<file path="config.mk">
export PLATFORM = sky130hd
export DESIGN_NAME = rx_dispatch
export DESIGN_NICKNAME = d
export VERILOG_FILES = /design/src/hdl/bt_bridge_pkg.sv /design/src/hdl/rx_dispatch.sv
export VERILOG_INCLUDE_DIRS = /design/src /design/src/hdl
export SDC_FILE = /design/constraint.sdc
export NUM_CORES = 1
export LEC_CHECK = 0
export BUFFER_PORTS_ARGS = -buffer_cell sky130_fd_sc_hd__clkbuf_2
export CORE_AREA = 2 2 39 41
export DETAILED_ROUTE_END_ITERATION = 10
export DIE_AREA = 0 0 41 43
export SYNTH_ARGS = -nofsm -noshare
export SYNTH_HDL_FRONTEND = slang
export SYNTH_SLANG_ARGS = --single-unit
</file>
<file path="constraint.sdc">
create_clock -name clock -period 1.54 [get_ports clock]
set_input_delay 0.077 -clock clock [delete_from_list [all_inputs] [get_ports clock]]
set_output_delay 0.077 -clock clock [all_outputs]
set_load 0.05 [all_outputs]
</file>
<file path="src/hdl/bt_bridge_cfg.svh">
// ~~~~~~~~~~~~~~~~~~~~~~~~~~~~~~~~~~~~~~~~~~~~~~~~~~~~~~~~~~
// Bluetooth bridge configuration
// Stream count, FIFO depths, counter widths and command codes
// ~~~~~~~~~~~~~~~~~~~~~~~~~~~~~~~~~~~~~~~~~~~~~~~~~~~~~~~~~~
`ifndef BT_BRIDGE_CFG_SVH
`define BT_BRIDGE_CFG_SVH

`define BT_N_STREAMS    4
`define BT_STREAM_DEPTH 16
`define BT_AT_DEPTH     32
`define BT_RSP_DEPTH    32
`define BT_BAUD_W       10

// Reply terminator from the module
`define BT_NEWLINE      8'h0A
// Upper nibble of select, low nibble is the enable mask
`define BT_CMD_SELECT   4'hA
`define BT_CMD_STOP     8'hB0

`endif

</file>
<file path="src/hdl/bt_bridge_pkg.sv">
// ~~~~~~~~~~~~~~~~~~~~~~~~~~~~~~~~~~~~~~~~~~~~~~~~~~~~~~~~~~
// Bluetooth bridge types
// Byte, mask and counter types, UART settings, sequencer states
// ~~~~~~~~~~~~~~~~~~~~~~~~~~~~~~~~~~~~~~~~~~~~~~~~~~~~~~~~~~
`include "bt_bridge_cfg.svh"

package bt_bridge_pkg;

	typedef logic [7:0]                 byte_t;
	typedef logic [`BT_N_STREAMS-1:0]   stream_mask_t;
	typedef logic [1:0]                 stream_id_t;
	typedef logic [`BT_BAUD_W-1:0]      baud_count_t;

	// Runtime UART timing, shared by both UARTs and the sequencer
	typedef struct packed {
		baud_count_t cycles_per_bit;
		baud_count_t gap_cycles;
	} uart_cfg_t;

	typedef enum logic [3:0] {
		st_idle,
		st_load_cmd,
		st_rest_cmd,
		st_release,
		st_load_tx,
		st_send,
		st_rest_tx,
		st_wait_reply,
		st_wait_read,
		st_read_rsp,
		st_rest_rsp
	} seq_state_e;

endpackage

</file>
<file path="src/hdl/rx_dispatch.sv">
// ~~~~~~~~~~~~~~~~~~~~~~~~~~~~~~~~~~~~~~~~~~~~~~~~~~~~~~~~~~
// Receive dispatcher
// AT replies go to the reply FIFO, stream commands set the mask
// ~~~~~~~~~~~~~~~~~~~~~~~~~~~~~~~~~~~~~~~~~~~~~~~~~~~~~~~~~~
`timescale 1ns/1ps
`include "bt_bridge_cfg.svh"

module rx_dispatch (
	input  logic                        clock,
	input  logic                        reset,
	input  logic                        want_at,
	input  logic                        rx_valid,
	input  bt_bridge_pkg::byte_t        rx_byte,
	output logic                        rsp_wr,
	output logic                        reply_done,
	output bt_bridge_pkg::stream_mask_t stream_mask,
	output logic                        stream_on
);

	logic app_cmd;

	// Every byte is reply data in AT mode
	assign rsp_wr     = want_at & rx_valid;
	assign reply_done = rsp_wr & (rx_byte == `BT_NEWLINE);
	assign app_cmd    = ~want_at & rx_valid;

	always_ff @(posedge clock or posedge reset)
	begin
		if (reset)
		begin
			stream_mask <= '0;
			stream_on   <= 1'b0;
		end
		else if (app_cmd)
		begin
			if (rx_byte[7:4] == `BT_CMD_SELECT)
			begin
				stream_mask <= rx_byte[`BT_N_STREAMS-1:0];
				stream_on   <= 1'b1;
			end
			else if (rx_byte == `BT_CMD_STOP)
				stream_on <= 1'b0;
		end
	end

endmodule

</file>
==> impl_results.md <==
- CTS tree: built
- CP bufs+invs: 2
- Worst skew pair latency: 0.24 ns
- Share of the synthesized area in the top cell type: 45.2%
- Final #Nets: 57
- Ant diodes: 0
- Final ANT Viol Nets: 0
- Final Hold Viols: 0
- Gr ovfl total: 0
- # DRC: 0
- CP endpoint kind: primary output
- Sink Count: 5
- Netlist cell types: 15
- Clk pin slew, worst setup/hold paths: 0.04 ns
- Highest clock rate: 0.841 GHz
- Count leader, synth: dfrtp_1
- Area leader, netlist: dfrtp_1
- Core area: 1380 um2
- Worst R2R Setup Slack: 0.77 ns
- Synthesized flop and latch total: 5
- Fin crit share: 77.2%
- CTS Buf Count: 3
- Via count: 253
- Number of synthesized flops with an enable pin: 0
- I/O Pins: 19
- Largest net degree at the start of global routing: 6
- Synth warn: 0
- Post-DR vias/cell: 4.22
- Fin. max-slew vios: 0
- DP Worst Slack: 0.342 ns
- CP max FO: 2
- Multi-input logic area: 153 um2
- Max-Cap Viols: 0
- DRT Wirelength: 630 um
- Mean Syn Cell Area: 13.2 um2
- H-tree depth: 1
- Syn Std Cell Area: 277 um2
- Run status: finished, final reports clean
- Clock Tree Buf Depth: 2
- Worst path slowest cell: or4b_1
- CP max stage delay: 0.52 ns
- Skew final: 0 ns
- RSZ-0062 raised after global routing: no
- Gate Count Post-Synth: 21
- Slew headroom: 74.5%
- FILL cells: 152
- Routed len/inst: 10.5 um
- Net count after synthesis: 33
- Leak: 0.213 nW
- Final Wtd Congestion: 0.643
- Post-synth top flop: dfrtp_1
- Peak supply drop: 0.527 mV
- Min Tclk post-route: 1.19 ns
- Pwr Density: 1210 nW/um2
- Worst Setup Start Kind: input pin
- Layout cells sized above 1: 65.9%
- FF-to-FF Start: stream_mask[3]
- Die height: 43 um
- Setup slack after layout: 0.351 ns
- Register area: 125 um2
- Critical path class: in2out
- First-pass GRT wire length: 1.01 mm
- Slew @ Worst Pin: 0.380 ns
- Top cell by count, worst path: clkbuf_2
- Critical Path AT: 1.11 ns
- Initial antenna violation count: 0
- Top post-synthesis cells by count: dfrtp_1, mux2_2
- CP Cell Sequence: clkbuf_2 -> or4b_1 -> nor3_2 -> clkbuf_2
- Vias in the first global route: 255
- Cell family with most CP delay: simple AND/OR/NAND/NOR gates
- Min-delay src: rx_byte[3]
- Share of synthesized registers carrying an async set or reset: 100%
- # resized after CTS: 0
- HP Class: in2reg
- CP startpoint: rx_byte[4]
- Setup violations, final: 0
- Synthesis-to-layout area growth: 54.8%
- Synth top area cells: dfrtp_1, mux2_2, nor4_4
- Rows: 14
- Port buffer count: 18
- Die Area: 1760 um2
- Iteration-0 DRC Markers: 1
- CP Data Required Time: 1.46 ns
- DR pass1 iterations: 4
- Setup TNS: 0 ns
- GRT Util Overall: 8.78%
- Setup repair bufs after CTS: 0
- Die Width: 41 um
- Starting Density: 20.0%
- Sequential fraction of the synthesis area: 45.2%
- Clk Tree Root Cell: clkbuf_4
## cells by family after synthesis
| group | share of synthesized area, % |
|---|---|
| flip-flops | 45.2 |
| AO/OA/AOI/OAI | 5.88 |
| buffers and inverters | 1.36 |
| multiplexers | 16.3 |
| AND/OR/NAND/NOR | 31.2 |
## cell type report
type | count | share of cell area [%]
clock buffers | 4 | 6.14
inverters | 1 | 0.877
multi-input cells | 15 | 35.7
flip-flops and latches | 5 | 29.2
well taps | 16 | 4.68
repair buffers | 19 | 23.4
## where the power goes
group	leakage [nW]	internal, mW	total (mW)	switching [mW]
Sequential	0.0627	0.159	0.173	0.0145
Combinational	0.135	0.0560	0.196	0.139
Clock	0.0150	0.0978	0.150	0.0519
## stage by stage
| step | instance area, um2 | utilization, % | hold slack, ns | instances | power, mW |
|---|---|---|---|---|---|
| 5_1_grt | 428 | 30.9 | 0.120 | 60 | 0.546 |
| 3_5_place_dp | 392 | 28.3 | -0.0299 | 55 | 0.370 |
| 3_3_place_gp | 392 | 28.3 | -0.0395 | 55 | 0.368 |
| 2_1_floorplan | 282 | - | -0.144 | 21 | 0.313 |
| 4_1_cts | 428 | 30.9 | 0.0963 | 60 | 0.530 |
| 6_report | 428 | 30.9 | 0.101 | 60 | 0.518 |
## flip-flops by register name, summed over array words and instances, names as in the netlist
| name | flops |
|---|---|
| stream_mask | 4 |
| stream_on | 1 |
## metal layers
layer  part of all wire (%)  GRT usage, %
met1                     48          11.1
met2                     37          10.6
met3                     14          5.24
met4                   0.95          6.00
met5                      0             0
## path summary, 6_finish.rpt
path | cells past startpoint | to
max in group asynchronous | 3 | stream_mask[2]
min in group asynchronous | 3 | stream_mask[3]
setup / recovery | 4 | reply_done
hold reg to reg | 1 | stream_mask[3]
setup reg to reg | 1 | stream_mask[3]
hold / removal | 2 | stream_mask[3]
## placed cells by master (no fill, tap or decap)
cell / netlist / final
nand2b_4: 1 / 1
o41ai_2: 1 / 1
nand3_1: 1 / 1
inv_1: 1 / 1
nor3_2: 0 / 1
dfrtp_1: 5 / 5
nor4_4: 1 / 1
and2_1: 1 / 1
clkbuf_2: 0 / 18
mux2_1: 1 / 1
nor2_1: 1 / 1
nand2b_1: 1 / 1
or4_4: 1 / 1
mux2_2: 3 / 3
clkbuf_1: 0 / 1
nand2_1: 1 / 1
clkbuf_4: 0 / 3
dlygate4sd3_1: 0 / 1
or4b_1: 1 / 1
## what timing repair did
item,4_1_cts,5_1_grt
hold buffers,1,0
endpoints found under the hold margin,5,0
setup endpoints to repair,0,0
(Power assumes the default switching activity.)
