**config.mk**
```make
export PLATFORM = sky130hd
export DESIGN_NAME = uart_tx
export DESIGN_NICKNAME = d
export VERILOG_FILES = /design/src/hdl/bt_bridge_pkg.sv /design/src/hdl/uart_tx.sv
export VERILOG_INCLUDE_DIRS = /design/src /design/src/hdl
export SDC_FILE = /design/constraint.sdc
export NUM_CORES = 1
export LEC_CHECK = 0
export BUFFER_PORTS_ARGS = -buffer_cell sky130_fd_sc_hd__buf_2
export CORE_MARGIN = 2
export CORE_UTILIZATION = 48
export CTS_BUF_LIST = sky130_fd_sc_hd__clkbuf_16
export DETAILED_ROUTE_END_ITERATION = 6
export PLACE_DENSITY = 0.71
export SYNTH_ARGS = -nofsm -noshare
export SYNTH_HDL_FRONTEND = slang
export SYNTH_SLANG_ARGS = --single-unit
export TNS_END_PERCENT = 20
```
**constraint.sdc**
```tcl
create_clock -name clock -period 2.6 [get_ports clock]
set_input_delay 0.13 -clock clock [delete_from_list [all_inputs] [get_ports clock]]
set_output_delay 0.13 -clock clock [all_outputs]
set_load 0.05 [all_outputs]
```
**src/hdl/bt_bridge_cfg.svh**
```systemverilog
// ~~~~~~~~~~~~~~~~~~~~~~~~~~~~~~~~~~~~~~~~~~~~~~~~~~~~~~~~~~
// Bluetooth bridge configuration
// Stream count, FIFO depths, counter widths and command codes
// ~~~~~~~~~~~~~~~~~~~~~~~~~~~~~~~~~~~~~~~~~~~~~~~~~~~~~~~~~~
`ifndef BT_BRIDGE_CFG_SVH
`define BT_BRIDGE_CFG_SVH

`define BT_N_STREAMS    4
`define BT_STREAM_DEPTH 16
`define BT_AT_DEPTH     32
`define BT_RSP_DEPTH    32
`define BT_BAUD_W       10

// Reply terminator from the module
`define BT_NEWLINE      8'h0A
// Upper nibble of select, low nibble is the enable mask
`define BT_CMD_SELECT   4'hA
`define BT_CMD_STOP     8'hB0

`endif

```
**src/hdl/bt_bridge_pkg.sv**
```systemverilog
// ~~~~~~~~~~~~~~~~~~~~~~~~~~~~~~~~~~~~~~~~~~~~~~~~~~~~~~~~~~
// Bluetooth bridge types
// Byte, mask and counter types, UART settings, sequencer states
// ~~~~~~~~~~~~~~~~~~~~~~~~~~~~~~~~~~~~~~~~~~~~~~~~~~~~~~~~~~
`include "bt_bridge_cfg.svh"

package bt_bridge_pkg;

	typedef logic [7:0]                 byte_t;
	typedef logic [`BT_N_STREAMS-1:0]   stream_mask_t;
	typedef logic [1:0]                 stream_id_t;
	typedef logic [`BT_BAUD_W-1:0]      baud_count_t;

	// Runtime UART timing, shared by both UARTs and the sequencer
	typedef struct packed {
		baud_count_t cycles_per_bit;
		baud_count_t gap_cycles;
	} uart_cfg_t;

	typedef enum logic [3:0] {
		st_idle,
		st_load_cmd,
		st_rest_cmd,
		st_release,
		st_load_tx,
		st_send,
		st_rest_tx,
		st_wait_reply,
		st_wait_read,
		st_read_rsp,
		st_rest_rsp
	} seq_state_e;

endpackage

```
**src/hdl/uart_tx.sv**
```systemverilog
// ~~~~~~~~~~~~~~~~~~~~~~~~~~~~~~~~~~~~~~~~~~~~~~~~~~~~~~~~~~
// UART transmitter
// 8N1 frames with a runtime bit period
// ~~~~~~~~~~~~~~~~~~~~~~~~~~~~~~~~~~~~~~~~~~~~~~~~~~~~~~~~~~
`timescale 1ns/1ps

module uart_tx (
	input  logic                     clock,
	input  logic                     reset,
	input  bt_bridge_pkg::uart_cfg_t cfg,
	input  logic                     start,
	input  bt_bridge_pkg::byte_t     data,
	output logic                     txd,
	output logic                     done
);

	logic                       busy;
	logic [3:0]                 bit_idx;
	bt_bridge_pkg::baud_count_t period_cnt;
	// Stop bit, data LSB first, start bit
	logic [9:0]                 frame;

	assign txd = busy ? frame[0] : 1'b1;

	always_ff @(posedge clock or posedge reset)
	begin
		if (reset)
		begin
			busy       <= 1'b0;
			done       <= 1'b0;
			bit_idx    <= '0;
			period_cnt <= '0;
			frame      <= '1;
		end
		else
		begin
			done <= 1'b0;
			if (!busy)
			begin
				if (start)
				begin
					busy       <= 1'b1;
					bit_idx    <= '0;
					period_cnt <= '0;
					frame      <= {1'b1, data, 1'b0};
				end
			end
			else if (period_cnt == cfg.cycles_per_bit - 1'b1)
			begin
				period_cnt <= '0;
				frame      <= {1'b1, frame[9:1]};
				if (bit_idx == 4'd9)
				begin
					busy <= 1'b0;
					done <= 1'b1;
				end
				else
					bit_idx <= bit_idx + 1'b1;
			end
			else
				period_cnt <= period_cnt + 1'b1;
		end
	end

endmodule

```
==> out/metrics.yaml <==
status:
  outcome: "completed"
route:
  firstDrtPassIters: 4
  wirelength_um: 3380
  viasPerCell: 5.62
  via_count: 1349
  antenna_left: 0
  drtIter0Drc: 56
  wire_per_inst_um: 14.1
  drc_errors: 0
final_layout:
  drive_gt1_frac: 0.245
  fillers: 292
  multi_input_area_sq_um: 895
  ff_latch_area_sq_um: 637
  diodes: 0
  synthToLayoutAreaGrowth_pct: 16.1
  final_common_cell: "buf_2"
  final_cell_mix: "buf_2 (22), nand2_1 (18), dfrtp_1 (16)"
  finalNetCount: 232
floorplanning:
  die_h_um: 61.3
  ios: 33
  rows: 20
  dieArea_sq_mm: 0.00376
  die_x_um: 61.3
  initial_core_util: 0.513
  core_region_area_sq_mm: 0.00308
flow_run:
  cap_violations: 0
synth:
  yosysUniqueCellTypes: 41
  ys_ff_latch: 25
  synth_top_cell_by_area: "dfrtp_1"
  syn_area_sq_mm: 0.00158
  synth_edf_count: 0
  yosysSeqAreaShare: 0.404
  syn_avg_cell_area_sq_um: 9.23
  synthCells: 171
  netlist.area_leader.share: 0.254
  synth.area.top_cells: "dfrtp_1 (25%), dfstp_2 (15%), o221a_2 (5.0%), xor2_1 (5.0%), xnor2_1 (4.4%)"
  yosys_warnings: 0
  synth_flop_cell: "dfrtp_1"
  synth_async_sr_flop_share: 1.00
  synth_fp_nets: 206
min_path:
  min_path_type: "input pin to async pin"
pwr:
  intPower_w: 0.000948
  pwr-share-seq: 0.486
  p_leak_nw: 0.777
  p_sw_frac: 0.325
  switchingPower_w: 0.000456
  p_comb_frac: 0.277
  p_clk_frac: 0.236
  p_total_w: 0.00140
  vdd_drop_max_uv: 371
  power_density_mw_per_mm2: 767
place:
  dp_hpwl_um: 2600
  io_buffers: 22
  gp_congestion: 0.729
critical_path:
  crit_path_max_fanout: 8
  rr_worst_depth: 6
  startpoint_type: "register"
  max_stage_delay_ns: 0.43
  path_common_cell: "nand3_1"
  worstPathArrival_ns: 2.44
  path_depth: 6
  path_delay_family: "compound AO/OA/AOI/OAI gates"
  critical_path_required_ns: 2.78
  cp_cell_sequence: "xnor2_1, nand3_1, o311ai_1, or2_2, nand3_1, o221a_2"
  crit_buf_inv: 0
  critPathKind: "register to register"
  critPathCaptureType: "register"
  crit_slowest_cell: "dfrtp_1"
grt:
  use_met2: 0.365
  overflow: 0
  grtUsageTotal: 0.210
  antenna_found_initial: 0
  grt_util_met3: 0.0252
  use_met1: 0.260
  grt_max_degree: 26
  grt_pass1_wl_um: 5830
  grt_pass1_vias: 1362
  busiest_layer: "met2"
cts:
  clkLatencyLatePin_ns: 0.26
  cts_hold_buf: 0
  ctsLongestPathBuffers: 2
  cts.sinks: 25
  cts_resized: 0
  htreeDepth: 1
  cts_root_buffer: "clkbuf_16"
  cts_tree: "yes"
  cts_inserted_buffers: 3
  cts_setup_buffers: 0
  path_clk_slew_ns: 0.06
sta:
  worstMarginPinSlew_ns: 0.923
  fin_tns_setup_ns: 0
  maxSlewViolCount: 0
  hold_viol_final: 0
  setup_viol: 0
  fin_crit_sh: 0.867
  fmax_mhz: 444
  rsz0062_at_grt: "false"
  layout_min_cycle_time_ns: 2.25
  finClkSkew_ns: 0.00493
  slew_headroom: 0.384
==> final timing paths <==
check | start | to | slack [ns]
max | period_cnt[8] | frame[7] | 0.35
min in group clock | data[7] | frame[8] | 0.12
max reg2reg | period_cnt[8] | frame[7] | 0.35
max in group asynchronous | reset | period_cnt[3] | 1.96
min reg2reg | frame[8] | frame[8] | 0.49
min | reset | bit_idx[0] | 0.07
==> layer usage <==
metal / vias up / part of all wire
li1: 674 / -
met1: 642 / 0.46
met2: 29 / 0.49
met3: 4 / 0.033
met4: 0 / 0.016
met5: - / 0
==> power groups by stage <==
stage          sequential, W  combinational [W]  clock [W]
5_1_grt             0.000702           0.000442   0.000347
3_5_place_dp        0.000684           0.000392          0
6_report            0.000683           0.000389   0.000332
4_1_cts             0.000679           0.000394   0.000335
2_1_floorplan       0.000626           0.000353          0
3_3_place_gp        0.000676           0.000371          0
==> layout make-up <==
type | count | share of cell area
tap | 44 | 0.0301
inverter | 7 | 0.0143
timing repair buffer | 26 | 0.0765
sequential | 25 | 0.348
multi-input combinational | 134 | 0.488
clock buffer | 3 | 0.0410
clock inverter | 1 | 0.00205
==> through the flow <==
stage,area [sq um],hold slack (ns),std cells,worst slack (ns),utilization
3_5_place_dp,1750,0.386,236,0.258,0.570
5_1_grt,1830,0.159,240,0.144,0.595
6_report,1830,0.0706,240,0.347,0.595
4_1_cts,1830,0.107,240,0.352,0.595
2_1_floorplan,1580,0.151,171,0.490,-
3_3_place_gp,1750,0.367,236,0.292,0.570
==> Yosys cell counts, types with 2 or more instances <==
master	number
clkbuf_1	4
nor2b_1	5
nor4_1	2
o21ai_0	12
nand4_1	2
a32oi_1	2
xor2_1	9
dfstp_2	9
xnor2_1	8
o221a_2	7
nand2b_1	9
a31oi_1	5
inv_1	7
ha_1	4
nor2_1	12
and3_1	5
nor3_1	5
nand3_1	9
dfrtp_1	16
nand2_1	18
==> flip-flops by register name, summed over array words and instances, names as in the netlist <==
| signal | cells |
|---|---|
| bit_idx | 4 |
| done | 1 |
| period_cnt | 10 |
| frame | 9 |
| busy | 1 |
==> cell families after synthesis <==
logic type,synth area share
AO/OA/AOI/OAI,0.201
XOR/XNOR,0.0944
adder cells (fa/ha/maj),0.0317
buffers and inverters,0.0293
flip-flops,0.404
AND/OR/NAND/NOR,0.239
==> worst reg2reg max path: stages, from the launching register on <==
cell and delay [ns]:
dfrtp_1 0.43, xnor2_1 0.32, nand3_1 0.12, o311ai_1 0.40, or2_2 0.28, nand3_1 0.27
o221a_2 0.36
No activity file was read; power rests on OpenSTA's default activity.
