===== config.mk =====
export PLATFORM = sky130hd
export DESIGN_NAME = byte_fifo
export DESIGN_NICKNAME = d
export VERILOG_FILES = /design/src/hdl/bt_bridge_pkg.sv /design/src/hdl/byte_fifo.sv
export VERILOG_INCLUDE_DIRS = /design/src /design/src/hdl
export SDC_FILE = /design/constraint.sdc
export NUM_CORES = 1
export LEC_CHECK = 0
export BUFFER_PORTS_ARGS = -buffer_cell sky130_fd_sc_hd__buf_2
export CELL_PAD_IN_SITES_DETAIL_PLACEMENT = 1
export CELL_PAD_IN_SITES_GLOBAL_PLACEMENT = 1
export CORE_MARGIN = 2
export CORE_UTILIZATION = 55
export DETAILED_ROUTE_END_ITERATION = 10
export PLACE_DENSITY_LB_ADDON = 0.1
export SLEW_MARGIN = 30
export SYNTH_ARGS = -nofsm -noshare
export SYNTH_HDL_FRONTEND = slang
export SYNTH_SLANG_ARGS = --single-unit

===== constraint.sdc =====
create_clock -name clock -period 5.2 [get_ports clock]
set_input_delay 0.26 -clock clock [delete_from_list [all_inputs] [get_ports clock]]
set_output_delay 0.26 -clock clock [all_outputs]
set_load 0.005 [all_outputs]

===== src/hdl/bt_bridge_cfg.svh =====
// ~~~~~~~~~~~~~~~~~~~~~~~~~~~~~~~~~~~~~~~~~~~~~~~~~~~~~~~~~~
// Bluetooth bridge configuration
// Stream count, FIFO depths, counter widths and command codes
// ~~~~~~~~~~~~~~~~~~~~~~~~~~~~~~~~~~~~~~~~~~~~~~~~~~~~~~~~~~
`ifndef BT_BRIDGE_CFG_SVH
`define BT_BRIDGE_CFG_SVH

`define BT_N_STREAMS    4
`define BT_STREAM_DEPTH 16
`define BT_AT_DEPTH     32
`define BT_RSP_DEPTH    32
`define BT_BAUD_W       10

// Reply terminator from the module
`define BT_NEWLINE      8'h0A
// Upper nibble of select, low nibble is the enable mask
`define BT_CMD_SELECT   4'hA
`define BT_CMD_STOP     8'hB0

`endif


===== src/hdl/bt_bridge_pkg.sv =====
// ~~~~~~~~~~~~~~~~~~~~~~~~~~~~~~~~~~~~~~~~~~~~~~~~~~~~~~~~~~
// Bluetooth bridge types
// Byte, mask and counter types, UART settings, sequencer states
// ~~~~~~~~~~~~~~~~~~~~~~~~~~~~~~~~~~~~~~~~~~~~~~~~~~~~~~~~~~
`include "bt_bridge_cfg.svh"

package bt_bridge_pkg;

	typedef logic [7:0]                 byte_t;
	typedef logic [`BT_N_STREAMS-1:0]   stream_mask_t;
	typedef logic [1:0]                 stream_id_t;
	typedef logic [`BT_BAUD_W-1:0]      baud_count_t;

	// Runtime UART timing, shared by both UARTs and the sequencer
	typedef struct packed {
		baud_count_t cycles_per_bit;
		baud_count_t gap_cycles;
	} uart_cfg_t;

	typedef enum logic [3:0] {
		st_idle,
		st_load_cmd,
		st_rest_cmd,
		st_release,
		st_load_tx,
		st_send,
		st_rest_tx,
		st_wait_reply,
		st_wait_read,
		st_read_rsp,
		st_rest_rsp
	} seq_state_e;

endpackage


===== src/hdl/byte_fifo.sv =====
// ~~~~~~~~~~~~~~~~~~~~~~~~~~~~~~~~~~~~~~~~~~~~~~~~~~~~~~~~~~
// Byte FIFO
// Circular buffer with first-word fall-through reads
// ~~~~~~~~~~~~~~~~~~~~~~~~~~~~~~~~~~~~~~~~~~~~~~~~~~~~~~~~~~
`timescale 1ns/1ps

module byte_fifo #(
	parameter int DEPTH = 16
) (
	input  logic                 clock,
	input  logic                 reset,
	input  logic                 wr,
	input  bt_bridge_pkg::byte_t wr_data,
	input  logic                 rd,
	output bt_bridge_pkg::byte_t rd_data,
	output logic                 full,
	output logic                 empty
);

	localparam int PTR_W = (DEPTH > 1) ? $clog2(DEPTH) : 1;
	localparam int CNT_W = $clog2(DEPTH + 1);

	bt_bridge_pkg::byte_t mem [DEPTH];
	logic [PTR_W-1:0] wr_ptr;
	logic [PTR_W-1:0] rd_ptr;
	logic [CNT_W-1:0] count;
	logic             do_wr;
	logic             do_rd;

	// Writes while full and reads while empty are dropped
	assign do_wr   = wr & ~full;
	assign do_rd   = rd & ~empty;
	assign full    = (count == CNT_W'(DEPTH));
	assign empty   = (count == '0);
	assign rd_data = mem[rd_ptr];

	always_ff @(posedge clock)
	begin
		if (do_wr)
			mem[wr_ptr] <= wr_data;
	end

	always_ff @(posedge clock or posedge reset)
	begin
		if (reset)
		begin
			wr_ptr <= '0;
			rd_ptr <= '0;
			count  <= '0;
		end
		else
		begin
			if (do_wr)
				wr_ptr <= (wr_ptr == PTR_W'(DEPTH - 1)) ? '0 : wr_ptr + 1'b1;
			if (do_rd)
				rd_ptr <= (rd_ptr == PTR_W'(DEPTH - 1)) ? '0 : rd_ptr + 1'b1;
			if (do_wr && !do_rd)
				count <= count + 1'b1;
			else if (do_rd && !do_wr)
				count <= count - 1'b1;
		end
	end

endmodule


==> results_tabular.tex <==
\begin{tabular}{lr}
\hline
Metric & Value \\
\hline
\multicolumn{2}{l}{\textbf{Run status}} \\
\quad Outcome & finished, final reports clean \\
\multicolumn{2}{l}{\textbf{Timing}} \\
\quad Final setup TNS & 0 ns \\
\quad Relative max-transition margin & 34.5\% \\
\quad Final hold vios & 0 \\
\quad Worst Clk Skew & 0.00822 ns \\
\quad Setup violations, final & 0 \\
\quad Share of the clock period used by the worst path after layout & 63.0\% \\
\quad Setup repair after global routing missed its margin & false \\
\quad Max Slew Vio Count & 0 \\
\quad Post-layout min period & 3.28 ns \\
\quad Timing-limited maximum frequency & roughly 0.31 GHz \\
\quad Tightest Pin Transition & 0.978 ns \\
\multicolumn{2}{l}{\textbf{Synth}} \\
\quad Avg Inst Size Synth & 17.1 sq um \\
\quad Top cell type by total area after synthesis & edfxtp\_1 \\
\quad Synth Register Bits & 141 \\
\quad Post-Synthesis Cell Area & 0.00582 sq mm \\
\quad Count leader, synth & edfxtp\_1 \\
\quad Synth top area cells & edfxtp\_1 (66\%), mux4\_2 (6.2\%), mux2i\_1 (5.7\%) \\
\quad Primary flip-flop cell chosen by synthesis mapping & edfxtp\_1 \\
\quad Sequential share of the synthesized area & 71.6\% \\
\quad Number of flops mapped to enable cells by yosys & around 130 \\
\quad Ys async rst share & 9.22\% \\
\quad Number of nets produced by synthesis & 363 \\
\quad Number of standard cells after synthesis & 340 \\
\quad Share of Yosys cell area claimed by the top area cell type & roughly 66\% \\
\quad Total of warnings raised by yosys & 0 \\
\quad Number of distinct library cells after synthesis & 38 \\
\quad Cell types with the highest counts after synthesis & edfxtp\_1 (128), mux2i\_1 (33), nand2\_1 (19), mux4\_2 (16), nor2\_1 (15) \\
\multicolumn{2}{l}{\textbf{Finish}} \\
\quad Multi-input gate area in the final layout & 0.00152 sq mm \\
\quad Sequential cell area & 0.00417 sq mm \\
\quad Fillers & 929 \\
\quad Antenna diode count & 0 \\
\quad Fraction of final layout cells sized beyond drive strength 1 & 21.5\% \\
\quad Share of the core filled with cells & about 64\% \\
\quad Total Nets Final & 391 \\
\quad Layout area overhead & 13.5\% \\
\multicolumn{2}{l}{\textbf{Detailed routing}} \\
\quad Avg WL per Cell & 24.1 um \\
\quad Via Count & 3053 \\
\quad DRC violation count after routing & 0 \\
\quad Sum of routed wire length over all layers & 12.5 mm \\
\quad Antenna-violating nets left & 0 \\
\quad Drt first pass iters & 4 \\
\quad Violation count after the first detailed-route iteration & 230 \\
\quad Via density & 5.91 \\
\multicolumn{2}{l}{\textbf{Power}} \\
\quad Net switching power & 1.22 mW \\
\quad Total leakage power & 2.31 nW \\
\quad Share of total power in the clock network & between 30 and 40\% \\
\quad Flop pwr share & 41.1\% \\
\quad Worst vdd rail ir drop & 0.396 mV \\
\quad Internal Power & 2.48 mW \\
\quad Switching Fraction & 33.0\% \\
\quad Fraction of power consumed by combinational cells & between 20 and 30\% \\
\quad Power density of the placed cells & 560 mW/mm\^{}2 \\
\multicolumn{2}{l}{\textbf{CTS}} \\
\quad \# hold bufs at CTS & 1 \\
\quad Number of clock sinks seen by CTS & 141 \\
\quad PostCTS Resize Cnt & 0 \\
\quad CTS tree & done \\
\quad Post-CTS setup buffer count & 0 \\
\quad Number of buffers created by CTS & 17 \\
\quad Clock latency at the later pin of the worst-skew pair & 0.53 ns \\
\quad CTS H-Tree Depth & 4 \\
\quad Deepest clock path buffer count & 2 \\
\quad Clock transition time at the flip-flop clock pins of the worst setup and hold paths & 0.06 ns \\
\quad Clk root buf & clkbuf\_8 \\
\multicolumn{2}{l}{\textbf{Die}} \\
\quad Die Y-Extent & 107 um \\
\quad IO Count & 22 \\
\quad Core area & 0.0103 sq mm \\
\quad Chip Width & roughly 110 um \\
\quad Number of rows in the core area & 37 \\
\quad Area of the die & 0.0114 sq mm \\
\quad Initial standard-cell utilization of the core & 56.6\% \\
\multicolumn{2}{l}{\textbf{Hold path}} \\
\quad Worst Hold Class & in -> reg \\
\multicolumn{2}{l}{\textbf{Global routing}} \\
\quad Via count of the first global-routing pass & approximately 3300 \\
\quad Pin count of the biggest net entering global routing & 32 \\
\quad Global route overflow & 0 \\
\quad Antenna violations before repair & 0 \\
\quad Wire length of the first global-routing pass & 19.7 mm \\
\quad GRT Util Overall & 24.5\% \\
\multicolumn{2}{l}{\textbf{Placed design}} \\
\quad Final RePlAce weighted congestion & roughly 0.75 \\
\quad Detailed-placement wirelength estimate & 7.87 mm \\
\quad Number of I/O port buffers & 21 \\
\multicolumn{2}{l}{\textbf{Setup path}} \\
\quad Cell Chain, Critical Path & buf\_4 > mux4\_2 > o211ai\_1 > nand2\_1 > buf\_2 \\
\quad CP max stage cell & dfrtp\_2 \\
\quad Critical path arrival & between 3 and 4 ns \\
\quad Buffering stage count on the worst path with inverters included & 2 \\
\quad Kind of end point of the critical path & output pin \\
\quad Biggest cell delay along the critical path & 0.80 ns \\
\quad Startpoint kind of the worst setup timing path & flip-flop \\
\quad Req. time, crit path & 4.94 ns \\
\quad Maximum fanout along the worst path & 31 \\
\quad Gate family responsible for the most delay along the worst path & flip-flops \\
\quad Critical Setup Path Class & reg -> out \\
\multicolumn{2}{l}{\textbf{Run}} \\
\quad Reported max-cap violation count & 0 \\
\hline
\end{tabular}
## power by group through the flow
| stage | sequential, mW | clock, mW | combinational, mW |
|---|---|---|---|
| after floorplan | 1.45 | 0 | 0.827 |
| after global placement | 1.54 | 0 | 1.04 |
| after detailed placement | 1.55 | 0 | 1.06 |
| after CTS | 1.53 | 1.14 | 1.08 |
| after global routing | 1.54 | 1.18 | 1.16 |
| final | 1.52 | 1.12 | 1.06 |
## final cells by class
type                    instances  share of cell area, %
repair buffers                 29                   2.54
multi-input cells             171                   23.0
inverters                       8                  0.454
clock buffers                  17                   6.27
well taps                     136                   2.58
clock inverters                15                   2.10
flip-flops and latches        141                   63.1
## state kept, by name (all words and copies together) (netlist names)
signal and flops:
rd_ptr 4, mem 128, wr_ptr 4, count 5
## per-layer routing
layer	GRT usage, %	up-vias	routed length, um
li1	-	1402	-
met1	34.1	1553	5380
met2	38.6	86	6280
met3	4.74	12	657
met4	9.65	0	155
met5	0	-	0
## cells by family (layout without fill, tap and decap cells)
family / count (synthesis) / after routing / synth area share, %
compound gates: 52 / 52 / 6.45
xor+xnor: 5 / 5 / 0.753
fa+ha+maj: 11 / 11 / 2.49
buf+inv: 28 / 69 / 2.41
flops: 141 / 141 / 71.6
mux: 50 / 50 / 12.1
simple gates: 53 / 53 / 4.21
## through the flow
step           cells  setup slack, ns  area, sq um  hold slack [ns]  power [mW]
2_1_floorplan    340             2.58         5820            0.137        2.28
3_3_place_gp     484             2.41         6040            0.322        2.58
3_5_place_dp     484             2.30         6040            0.334        2.61
4_1_cts          517             1.84         6600           0.0486        3.74
5_1_grt          517             1.74         6610           0.0825        3.89
6_report         517             1.92         6610           0.0637        3.70
## path summary, 6_finish.rpt
path | start | to | slack, ns | cells past startpoint
hold reg to reg | count[0]$_DFFE_PP0P_ | count[0]$_DFFE_PP0P_ | 0.54 | 1
hold / removal | rd | rd_ptr[3]$_DFFE_PP0P_ | 0.06 | 3
setup reg to reg | count[0]$_DFFE_PP0P_ | count[4]$_DFFE_PP0P_ | 2.31 | 9
max in group asynchronous | reset | rd_ptr[0]$_DFFE_PP0P_ | 4.48 | 3
setup / recovery | rd_ptr[0]$_DFFE_PP0P_ | rd_data[6] | 1.92 | 5
min in group asynchronous | reset | count[3]$_DFFE_PP0P_ | 0.32 | 3
## layout by cell type, fill, tap and decap left out, types with 2 or more instances in the layout
master	count
nor2_2	2
a21oi_1	2
nor2b_1	4
ha_1	10
clkinv_2	3
clkbuf_16	16
inv_1	8
o21a_1	2
buf_4	7
edfxtp_1	128
nand2b_1	2
nand2_1	19
clkinv_4	2
o21ai_0	13
buf_2	21
mux2i_1	33
dfrtp_1	12
o211ai_1	11
xnor2_1	3
a221oi_1	8
a22oi_1	8
nor2_1	13
clkinvlp_4	4
nand3_1	3
nor3_1	5
a21o_1	3
mux4_2	16
inv_6	4
or3_1	2
xor2_1	2
## worst reg2reg max path: cells and delay by family (launching register included)
kind                     cells  cell delay [ns]
flip-flops                   1             0.42
adder cells (fa/ha/maj)      2             0.58
buffers and inverters        1             0.15
AND/OR/NAND/NOR              2             0.74
AO/OA/AOI/OAI                4             0.86
Power figures use the tool's default switching activity.
