<file path="src/hdl/bt_bridge_cfg.svh">
// ~~~~~~~~~~~~~~~~~~~~~~~~~~~~~~~~~~~~~~~~~~~~~~~~~~~~~~~~~~
// Bluetooth bridge configuration
// Stream count, FIFO depths, counter widths and command codes
// ~~~~~~~~~~~~~~~~~~~~~~~~~~~~~~~~~~~~~~~~~~~~~~~~~~~~~~~~~~
`ifndef BT_BRIDGE_CFG_SVH
`define BT_BRIDGE_CFG_SVH

`define BT_N_STREAMS    4
`define BT_STREAM_DEPTH 16
`define BT_AT_DEPTH     32
`define BT_RSP_DEPTH    32
`define BT_BAUD_W       10

// Reply terminator from the module
`define BT_NEWLINE      8'h0A
// Upper nibble of select, low nibble is the enable mask
`define BT_CMD_SELECT   4'hA
`define BT_CMD_STOP     8'hB0

`endif

</file>
<file path="src/hdl/bt_bridge_pkg.sv">
// ~~~~~~~~~~~~~~~~~~~~~~~~~~~~~~~~~~~~~~~~~~~~~~~~~~~~~~~~~~
// Bluetooth bridge types
// Byte, mask and counter types, UART settings, sequencer states
// ~~~~~~~~~~~~~~~~~~~~~~~~~~~~~~~~~~~~~~~~~~~~~~~~~~~~~~~~~~
`include "bt_bridge_cfg.svh"

package bt_bridge_pkg;

	typedef logic [7:0]                 byte_t;
	typedef logic [`BT_N_STREAMS-1:0]   stream_mask_t;
	typedef logic [1:0]                 stream_id_t;
	typedef logic [`BT_BAUD_W-1:0]      baud_count_t;

	// Runtime UART timing, shared by both UARTs and the sequencer
	typedef struct packed {
		baud_count_t cycles_per_bit;
		baud_count_t gap_cycles;
	} uart_cfg_t;

	typedef enum logic [3:0] {
		st_idle,
		st_load_cmd,
		st_rest_cmd,
		st_release,
		st_load_tx,
		st_send,
		st_rest_tx,
		st_wait_reply,
		st_wait_read,
		st_read_rsp,
		st_rest_rsp
	} seq_state_e;

endpackage

</file>
<file path="src/hdl/uart_rx.sv">
// ~~~~~~~~~~~~~~~~~~~~~~~~~~~~~~~~~~~~~~~~~~~~~~~~~~~~~~~~~~
// UART receiver
// 8N1 with start bit check and mid-bit sampling
// ~~~~~~~~~~~~~~~~~~~~~~~~~~~~~~~~~~~~~~~~~~~~~~~~~~~~~~~~~~
`timescale 1ns/1ps

module uart_rx (
	input  logic                     clock,
	input  logic                     reset,
	input  bt_bridge_pkg::uart_cfg_t cfg,
	input  logic                     rxd,
	output logic                     valid,
	output bt_bridge_pkg::byte_t     data
);

	typedef enum logic [1:0] {rx_idle, rx_start, rx_data, rx_stop} rx_state_e;

	rx_state_e                  state;
	logic [1:0]                 sync;
	logic                       rxd_s;
	logic [2:0]                 bit_idx;
	bt_bridge_pkg::baud_count_t period_cnt;
	bt_bridge_pkg::byte_t       shreg;
	logic                       bit_end;

	assign rxd_s   = sync[1];
	assign data    = shreg;
	assign bit_end = (period_cnt == cfg.cycles_per_bit - 1'b1);

	always_ff @(posedge clock or posedge reset)
	begin
		if (reset)
		begin
			sync       <= 2'b11;
			state      <= rx_idle;
			valid      <= 1'b0;
			bit_idx    <= '0;
			period_cnt <= '0;
		end
		else
		begin
			sync       <= {sync[0], rxd};
			valid      <= 1'b0;
			period_cnt <= period_cnt + 1'b1;
			case (state)
				rx_idle:
				begin
					period_cnt <= '0;
					if (!rxd_s)
						state <= rx_start;
				end
				// Half a bit in, the start bit must still be low
				rx_start:
				begin
					if (period_cnt == (cfg.cycles_per_bit >> 1) - 1'b1)
					begin
						period_cnt <= '0;
						bit_idx    <= '0;
						state      <= rxd_s ? rx_idle : rx_data;
					end
				end
				rx_data:
				begin
					if (bit_end)
					begin
						period_cnt <= '0;
						bit_idx    <= bit_idx + 1'b1;
						if (bit_idx == 3'd7)
							state <= rx_stop;
					end
				end
				default:
				begin
					// Low stop bit means a bad frame, so nothing is reported
					if (bit_end)
					begin
						valid <= rxd_s;
						state <= rx_idle;
					end
				end
			endcase
		end
	end

	always_ff @(posedge clock)
	begin
		if (state == rx_data && bit_end)
			shreg <= {rxd_s, shreg[7:1]};
	end

endmodule

</file>
<file path="config.mk">
export PLATFORM = sky130hd
export DESIGN_NAME = uart_rx
export DESIGN_NICKNAME = d
export VERILOG_FILES = /design/src/hdl/bt_bridge_pkg.sv /design/src/hdl/uart_rx.sv
export VERILOG_INCLUDE_DIRS = /design/src /design/src/hdl
export SDC_FILE = /design/constraint.sdc
export NUM_CORES = 1
export LEC_CHECK = 0
export ABC_AREA = 1
export BUFFER_PORTS_ARGS = -buffer_cell sky130_fd_sc_hd__buf_2
export CAP_MARGIN = 20
export CORE_AREA = 2 2 67 69
export CTS_CLUSTER_SIZE = 20
export DETAILED_ROUTE_END_ITERATION = 12
export DIE_AREA = 0 0 69 71
export HOLD_SLACK_MARGIN = 0.12
export PLACE_DENSITY = 0.77
export SYNTH_ARGS = -nofsm -noshare
export SYNTH_HDL_FRONTEND = slang
export SYNTH_SLANG_ARGS = --single-unit
</file>
<file path="constraint.sdc">
create_clock -name clock -period 1.6 [get_ports clock]
set_input_delay 0.08 -clock clock [delete_from_list [all_inputs] [get_ports clock]]
set_output_delay 0.08 -clock clock [all_outputs]
set_load 0.03 [all_outputs]
</file>
==> flow_summary.html <==
<table>
<tr><th>Metric</th><th>Value</th></tr>
<tr><th colspan="2">Floorplan</th></tr>
<tr><td>I/O pins</td><td>32</td></tr>
<tr><td>Core area</td><td>0.004204 mm2</td></tr>
<tr><td>Effective utilization at floorplan</td><td>0.4923</td></tr>
<tr><td>Die extent in y</td><td>71 um</td></tr>
<tr><td>Cell row count</td><td>24</td></tr>
<tr><td>X dimension of the die</td><td>69 um</td></tr>
<tr><td>Full die area</td><td>0.004899 mm2</td></tr>
<tr><th colspan="2">Global route</th></tr>
<tr><td>Wire length of the first global-routing pass</td><td>9039 um</td></tr>
<tr><td>Global router's overall resource usage</td><td>0.2254</td></tr>
<tr><td>Number of global-route vias before repair</td><td>2091</td></tr>
<tr><td>Global-route congestion overflow total</td><td>0</td></tr>
<tr><td>Largest net degree at the start of global routing</td><td>19</td></tr>
<tr><td>Antenna violations before repair</td><td>0</td></tr>
<tr><th colspan="2">Run</th></tr>
<tr><td>Max-cap violations</td><td>0</td></tr>
<tr><th colspan="2">Final layout</th></tr>
<tr><td>Fraction of final layout cells with drive strength greater than 1</td><td>0.3629</td></tr>
<tr><td>Commonest cells after routing, fill and taps aside</td><td>103 x sky130_fd_sc_hd__nand2_1, 50 x sky130_fd_sc_hd__buf_4, 32 x sky130_fd_sc_hd__inv_1</td></tr>
<tr><td>Synth-to-layout area growth</td><td>33.49%</td></tr>
<tr><td>Final Cell Area</td><td>0.002763 mm2</td></tr>
<tr><td>Diode insertion count for antenna repair</td><td>0</td></tr>
<tr><td># nets final</td><td>401</td></tr>
<tr><td>Non-filler cells, final</td><td>424</td></tr>
<tr><td>Most common cell after layout, fill and taps aside</td><td>sky130_fd_sc_hd__nand2_1</td></tr>
<tr><th colspan="2">Hold path</th></tr>
<tr><td>Min-Delay Path Class</td><td>register to register</td></tr>
<tr><td>WHS Endpoint</td><td>sync[1]</td></tr>
<tr><td>HP Start</td><td>sync[0]</td></tr>
<tr><td>WHS Path Cells</td><td>0</td></tr>
<tr><th colspan="2">Synthesis</th></tr>
<tr><td>Synth warn</td><td>0</td></tr>
<tr><td>Main synth FF type</td><td>sky130_fd_sc_hd__dfrtp_1</td></tr>
<tr><td>Mean area per synthesized cell</td><td>6.992 um2</td></tr>
<tr><td>Count of cell types in the netlist</td><td>30</td></tr>
<tr><td>Dominant cells by area after synthesis</td><td>sky130_fd_sc_hd__dfrtp_1 19%, sky130_fd_sc_hd__nand2_1 19%, sky130_fd_sc_hd__edfxtp_1 12%</td></tr>
<tr><td>Synthesized netlist net count</td><td>324</td></tr>
<tr><td>Cell type with the highest aggregate area in the netlist</td><td>sky130_fd_sc_hd__dfrtp_1</td></tr>
<tr><td>Share of the synthesized area in the top cell type</td><td>0.1935</td></tr>
<tr><td>Post-synthesis sequential area ratio</td><td>0.3349</td></tr>
<tr><td>Share of synthesized registers carrying an async set or reset</td><td>0.6923</td></tr>
<tr><td>Syn Std Cell Area</td><td>0.002069 mm2</td></tr>
<tr><td>Flop and latch count out of synthesis</td><td>26</td></tr>
<tr><td>Cell count after synthesis</td><td>296</td></tr>
<tr><td>Number of flops mapped to enable cells by yosys</td><td>8</td></tr>
<tr><th colspan="2">Detailed routing</th></tr>
<tr><td>DRC</td><td>0</td></tr>
<tr><td>WL per Instance</td><td>12.45 um</td></tr>
<tr><td>Iter 0 DRT Violations</td><td>168</td></tr>
<tr><td>WL final</td><td>5277 um</td></tr>
<tr><td>Per-cell via count in the routed design</td><td>5.101</td></tr>
<tr><td>Number of routed nets with antenna violations</td><td>0</td></tr>
<tr><td>Detailed-routing iteration count for the pre-antenna-repair pass</td><td>5</td></tr>
<tr><td>Via Count</td><td>2163</td></tr>
<tr><th colspan="2">Timing</th></tr>
<tr><td>Part of the cycle the worst path needs</td><td>1.102</td></tr>
<tr><td>Setup-violating endpoint count in the final report</td><td>23</td></tr>
<tr><td>Min Tclk post-route</td><td>1.763 ns</td></tr>
<tr><td>Unrepaired setup endpoints after global routing</td><td>true</td></tr>
<tr><td>Skew final</td><td>0.003172 ns</td></tr>
<tr><td>Pin slew with the least headroom to its limit</td><td>0.6767 ns</td></tr>
<tr><td>Count of endpoints failing hold in the final timing report</td><td>0</td></tr>
<tr><td>Post-route worst setup slack</td><td>-0.1630 ns</td></tr>
<tr><td>Maximum clock frequency</td><td>567.2 MHz</td></tr>
<tr><td>Rel. slew slack</td><td>0.5484</td></tr>
<tr><td>Pins Over Slew Limit</td><td>0</td></tr>
<tr><th colspan="2">Placed design</th></tr>
<tr><td>Number of buffer cells added on primary ports</td><td>21</td></tr>
<tr><td>Setup WS pre-CTS</td><td>-0.2485 ns</td></tr>
<tr><td>HPWL reported at the end of detailed placement</td><td>4177 um</td></tr>
<tr><td>Final weighted congestion of routability-driven global placement</td><td>0.9136</td></tr>
<tr><td>Total placed instance area</td><td>0.002619 mm2</td></tr>
<tr><td>Cell Count Post-Placement</td><td>417</td></tr>
<tr><th colspan="2">Setup path</th></tr>
<tr><td>Critical path's most frequent cell</td><td>sky130_fd_sc_hd__nand2_1</td></tr>
<tr><td>CP Max Fanout</td><td>8</td></tr>
<tr><td>Critical path buffers and inverters</td><td>2</td></tr>
<tr><td>Data required time at the worst endpoint</td><td>1.59 ns</td></tr>
<tr><td>Cell depth of the worst flop-to-flop path</td><td>12</td></tr>
<tr><td>Destination of the worst register-to-register timing path</td><td>data[4]</td></tr>
<tr><td>CP Capture Type</td><td>register</td></tr>
<tr><td>Setup CP Type</td><td>register to register</td></tr>
<tr><td>Ordered list of cells on the worst path</td><td>inv_1 &gt; nand2_1 &gt; nand2_1 &gt; nand2_1 &gt; nand2_1 &gt; nor2_2 &gt; nand2_1 &gt; nor2_2 &gt; nand2_2 &gt; nor2_2 &gt; nand2_2 &gt; inv_4</td></tr>
<tr><td>Slowest cell on the critical path</td><td>sky130_fd_sc_hd__dfrtp_1</td></tr>
<tr><td>Sort of element at the start of the critical path</td><td>register</td></tr>
<tr><td>Data arrival time of the critical path</td><td>1.75 ns</td></tr>
<tr><td>Worst setup slack for register-to-register paths</td><td>-0.16 ns</td></tr>
<tr><td>R2R Path Start</td><td>period_cnt[5]</td></tr>
<tr><td>Gate family responsible for the most delay along the worst path</td><td>simple AND/OR/NAND/NOR gates</td></tr>
<tr><td>Largest incremental delay on the critical path</td><td>0.40 ns</td></tr>
<tr><th colspan="2">Power</th></tr>
<tr><td>Areal power density over the cells</td><td>809.8 mW/mm2</td></tr>
<tr><td>Max rail drop VDD</td><td>0.0004245 V</td></tr>
<tr><td>Leakage</td><td>1.427 nW</td></tr>
<tr><td>Post-layout power</td><td>2.237 mW</td></tr>
<tr><th colspan="2">Clock tree</th></tr>
<tr><td>Number of buffers created by CTS</td><td>3</td></tr>
<tr><td>Clock Path Buffers</td><td>2</td></tr>
<tr><td>Clock-pin slew on the worst setup and hold paths</td><td>0.09 ns</td></tr>
<tr><td>Root buf cell</td><td>sky130_fd_sc_hd__clkbuf_8</td></tr>
<tr><td>Clock net sink count</td><td>26</td></tr>
<tr><td>Worst-skew pair later-pin latency</td><td>0.27 ns</td></tr>
<tr><td>TritonCTS clock tree</td><td>done</td></tr>
<tr><td>H-tree depth reported by CTS</td><td>1</td></tr>
<tr><th colspan="2">Run status</th></tr>
<tr><td>Outcome</td><td>finished with violations</td></tr>
<tr><td>Violated checks</td><td>setup timing</td></tr>
</table>
## through the flow
stage               setup TNS (ns)  hold WS (ns)  utilization
floorplan                  -0.3017       0.01711            -
global placement            -2.333        0.1855       0.6229
detailed placement          -3.681        0.1870       0.6229
CTS                         -2.803        0.3657       0.6509
global route                -5.039        0.3686       0.6571
finish                      -2.497        0.3638       0.6571
## what timing repair did
item / in CTS / in global routing
buffers inserted: 1 / 0
endpoints found under the setup margin: 23 / 24
gates resized for setup: 5 / 6
endpoints found under the hold margin: 17 / 0
pin swaps: 8 / 1
hold buffers: 2 / 0
## registers in the layout (all words and copies together) (netlist names)
name / cells
valid: 1
period_cnt: 10
data: 8
state: 2
bit_idx: 3
sync: 2
## area by class of cell
| cell class | instances | area, um2 |
|---|---|---|
| clock buffers | 3 | 41.29 |
| clock inverters | 1 | 30.03 |
| fillers | 350 | 1441 |
| inverters | 38 | 145.1 |
| multi-input cells | 230 | 1276 |
| flip-flops and latches | 26 | 693.2 |
| well taps | 52 | 65.06 |
| repair buffers | 74 | 511.7 |
## kinds of logic (layout without fill, tap and decap cells)
kind of cell,after synthesis,after routing,share of synthesized area
buffers and inverters,40,116,0.07799
XOR/XNOR,12,12,0.05079
AND/OR/NAND/NOR,204,204,0.4831
adder cells (fa/ha/maj),5,5,0.03023
flip-flops,26,26,0.3349
AO/OA/AOI/OAI,9,9,0.02297
## per-layer routing
layer,vias to the layer above,GRT usage,part of all wire
met2,74,0.3846,0.49
met1,1005,0.2976,0.44
met4,0,0.07407,0.011
met3,8,0.02991,0.054
li1,1076,-,-
met5,-,0,0
## power by group
part / internal, mW / switching, mW
logic: 0.364 / 0.523
clock network: 0.335 / 0.212
registers: 0.738 / 0.0647
## cells in the mapped netlist (2+ instances only)
cell,count
sky130_fd_sc_hd__xnor2_1,3
sky130_fd_sc_hd__nand3b_1,2
sky130_fd_sc_hd__dfrtp_1,16
sky130_fd_sc_hd__ha_1,5
sky130_fd_sc_hd__inv_2,4
sky130_fd_sc_hd__edfxtp_1,8
sky130_fd_sc_hd__dfstp_2,2
sky130_fd_sc_hd__nand2_2,8
sky130_fd_sc_hd__inv_1,34
sky130_fd_sc_hd__o21ai_0,3
sky130_fd_sc_hd__nor2_2,23
sky130_fd_sc_hd__nand2_4,3
sky130_fd_sc_hd__xor2_1,9
sky130_fd_sc_hd__nor2_4,3
sky130_fd_sc_hd__nor3_2,2
sky130_fd_sc_hd__nand2_1,103
sky130_fd_sc_hd__a21oi_1,4
sky130_fd_sc_hd__nor2_1,22
sky130_fd_sc_hd__nand3_1,28
sky130_fd_sc_hd__nand4_1,4
## worst reg2reg max path, cell delays in order, from the launching register on
cell                      delay (ns)
sky130_fd_sc_hd__dfrtp_1        0.40
sky130_fd_sc_hd__inv_1          0.09
sky130_fd_sc_hd__nand2_1        0.06
sky130_fd_sc_hd__nand2_1        0.10
sky130_fd_sc_hd__nand2_1        0.09
sky130_fd_sc_hd__nand2_1        0.06
sky130_fd_sc_hd__nor2_2         0.09
sky130_fd_sc_hd__nand2_1        0.06
sky130_fd_sc_hd__nor2_2         0.13
sky130_fd_sc_hd__nand2_2        0.10
sky130_fd_sc_hd__nor2_2         0.12
sky130_fd_sc_hd__nand2_2        0.08
sky130_fd_sc_hd__inv_4          0.11
## how the worst max path moves through the flow
stage / from / endpoint / slack (ns) / cells past startpoint
final: period_cnt[5] / data[4] / -0.16 / 12
after global routing: period_cnt[1] / bit_idx[2] / -0.26 / 14
after CTS: period_cnt[3] / data[4] / -0.15 / 12
after detailed placement: cfg[11] / data[1] / -0.25 / 14
after global placement: cfg[11] / data[3] / -0.19 / 15
after floorplan: cfg[11] / data[0] / -0.04 / 13
Note: power is estimated with default switching activity, not from simulation.
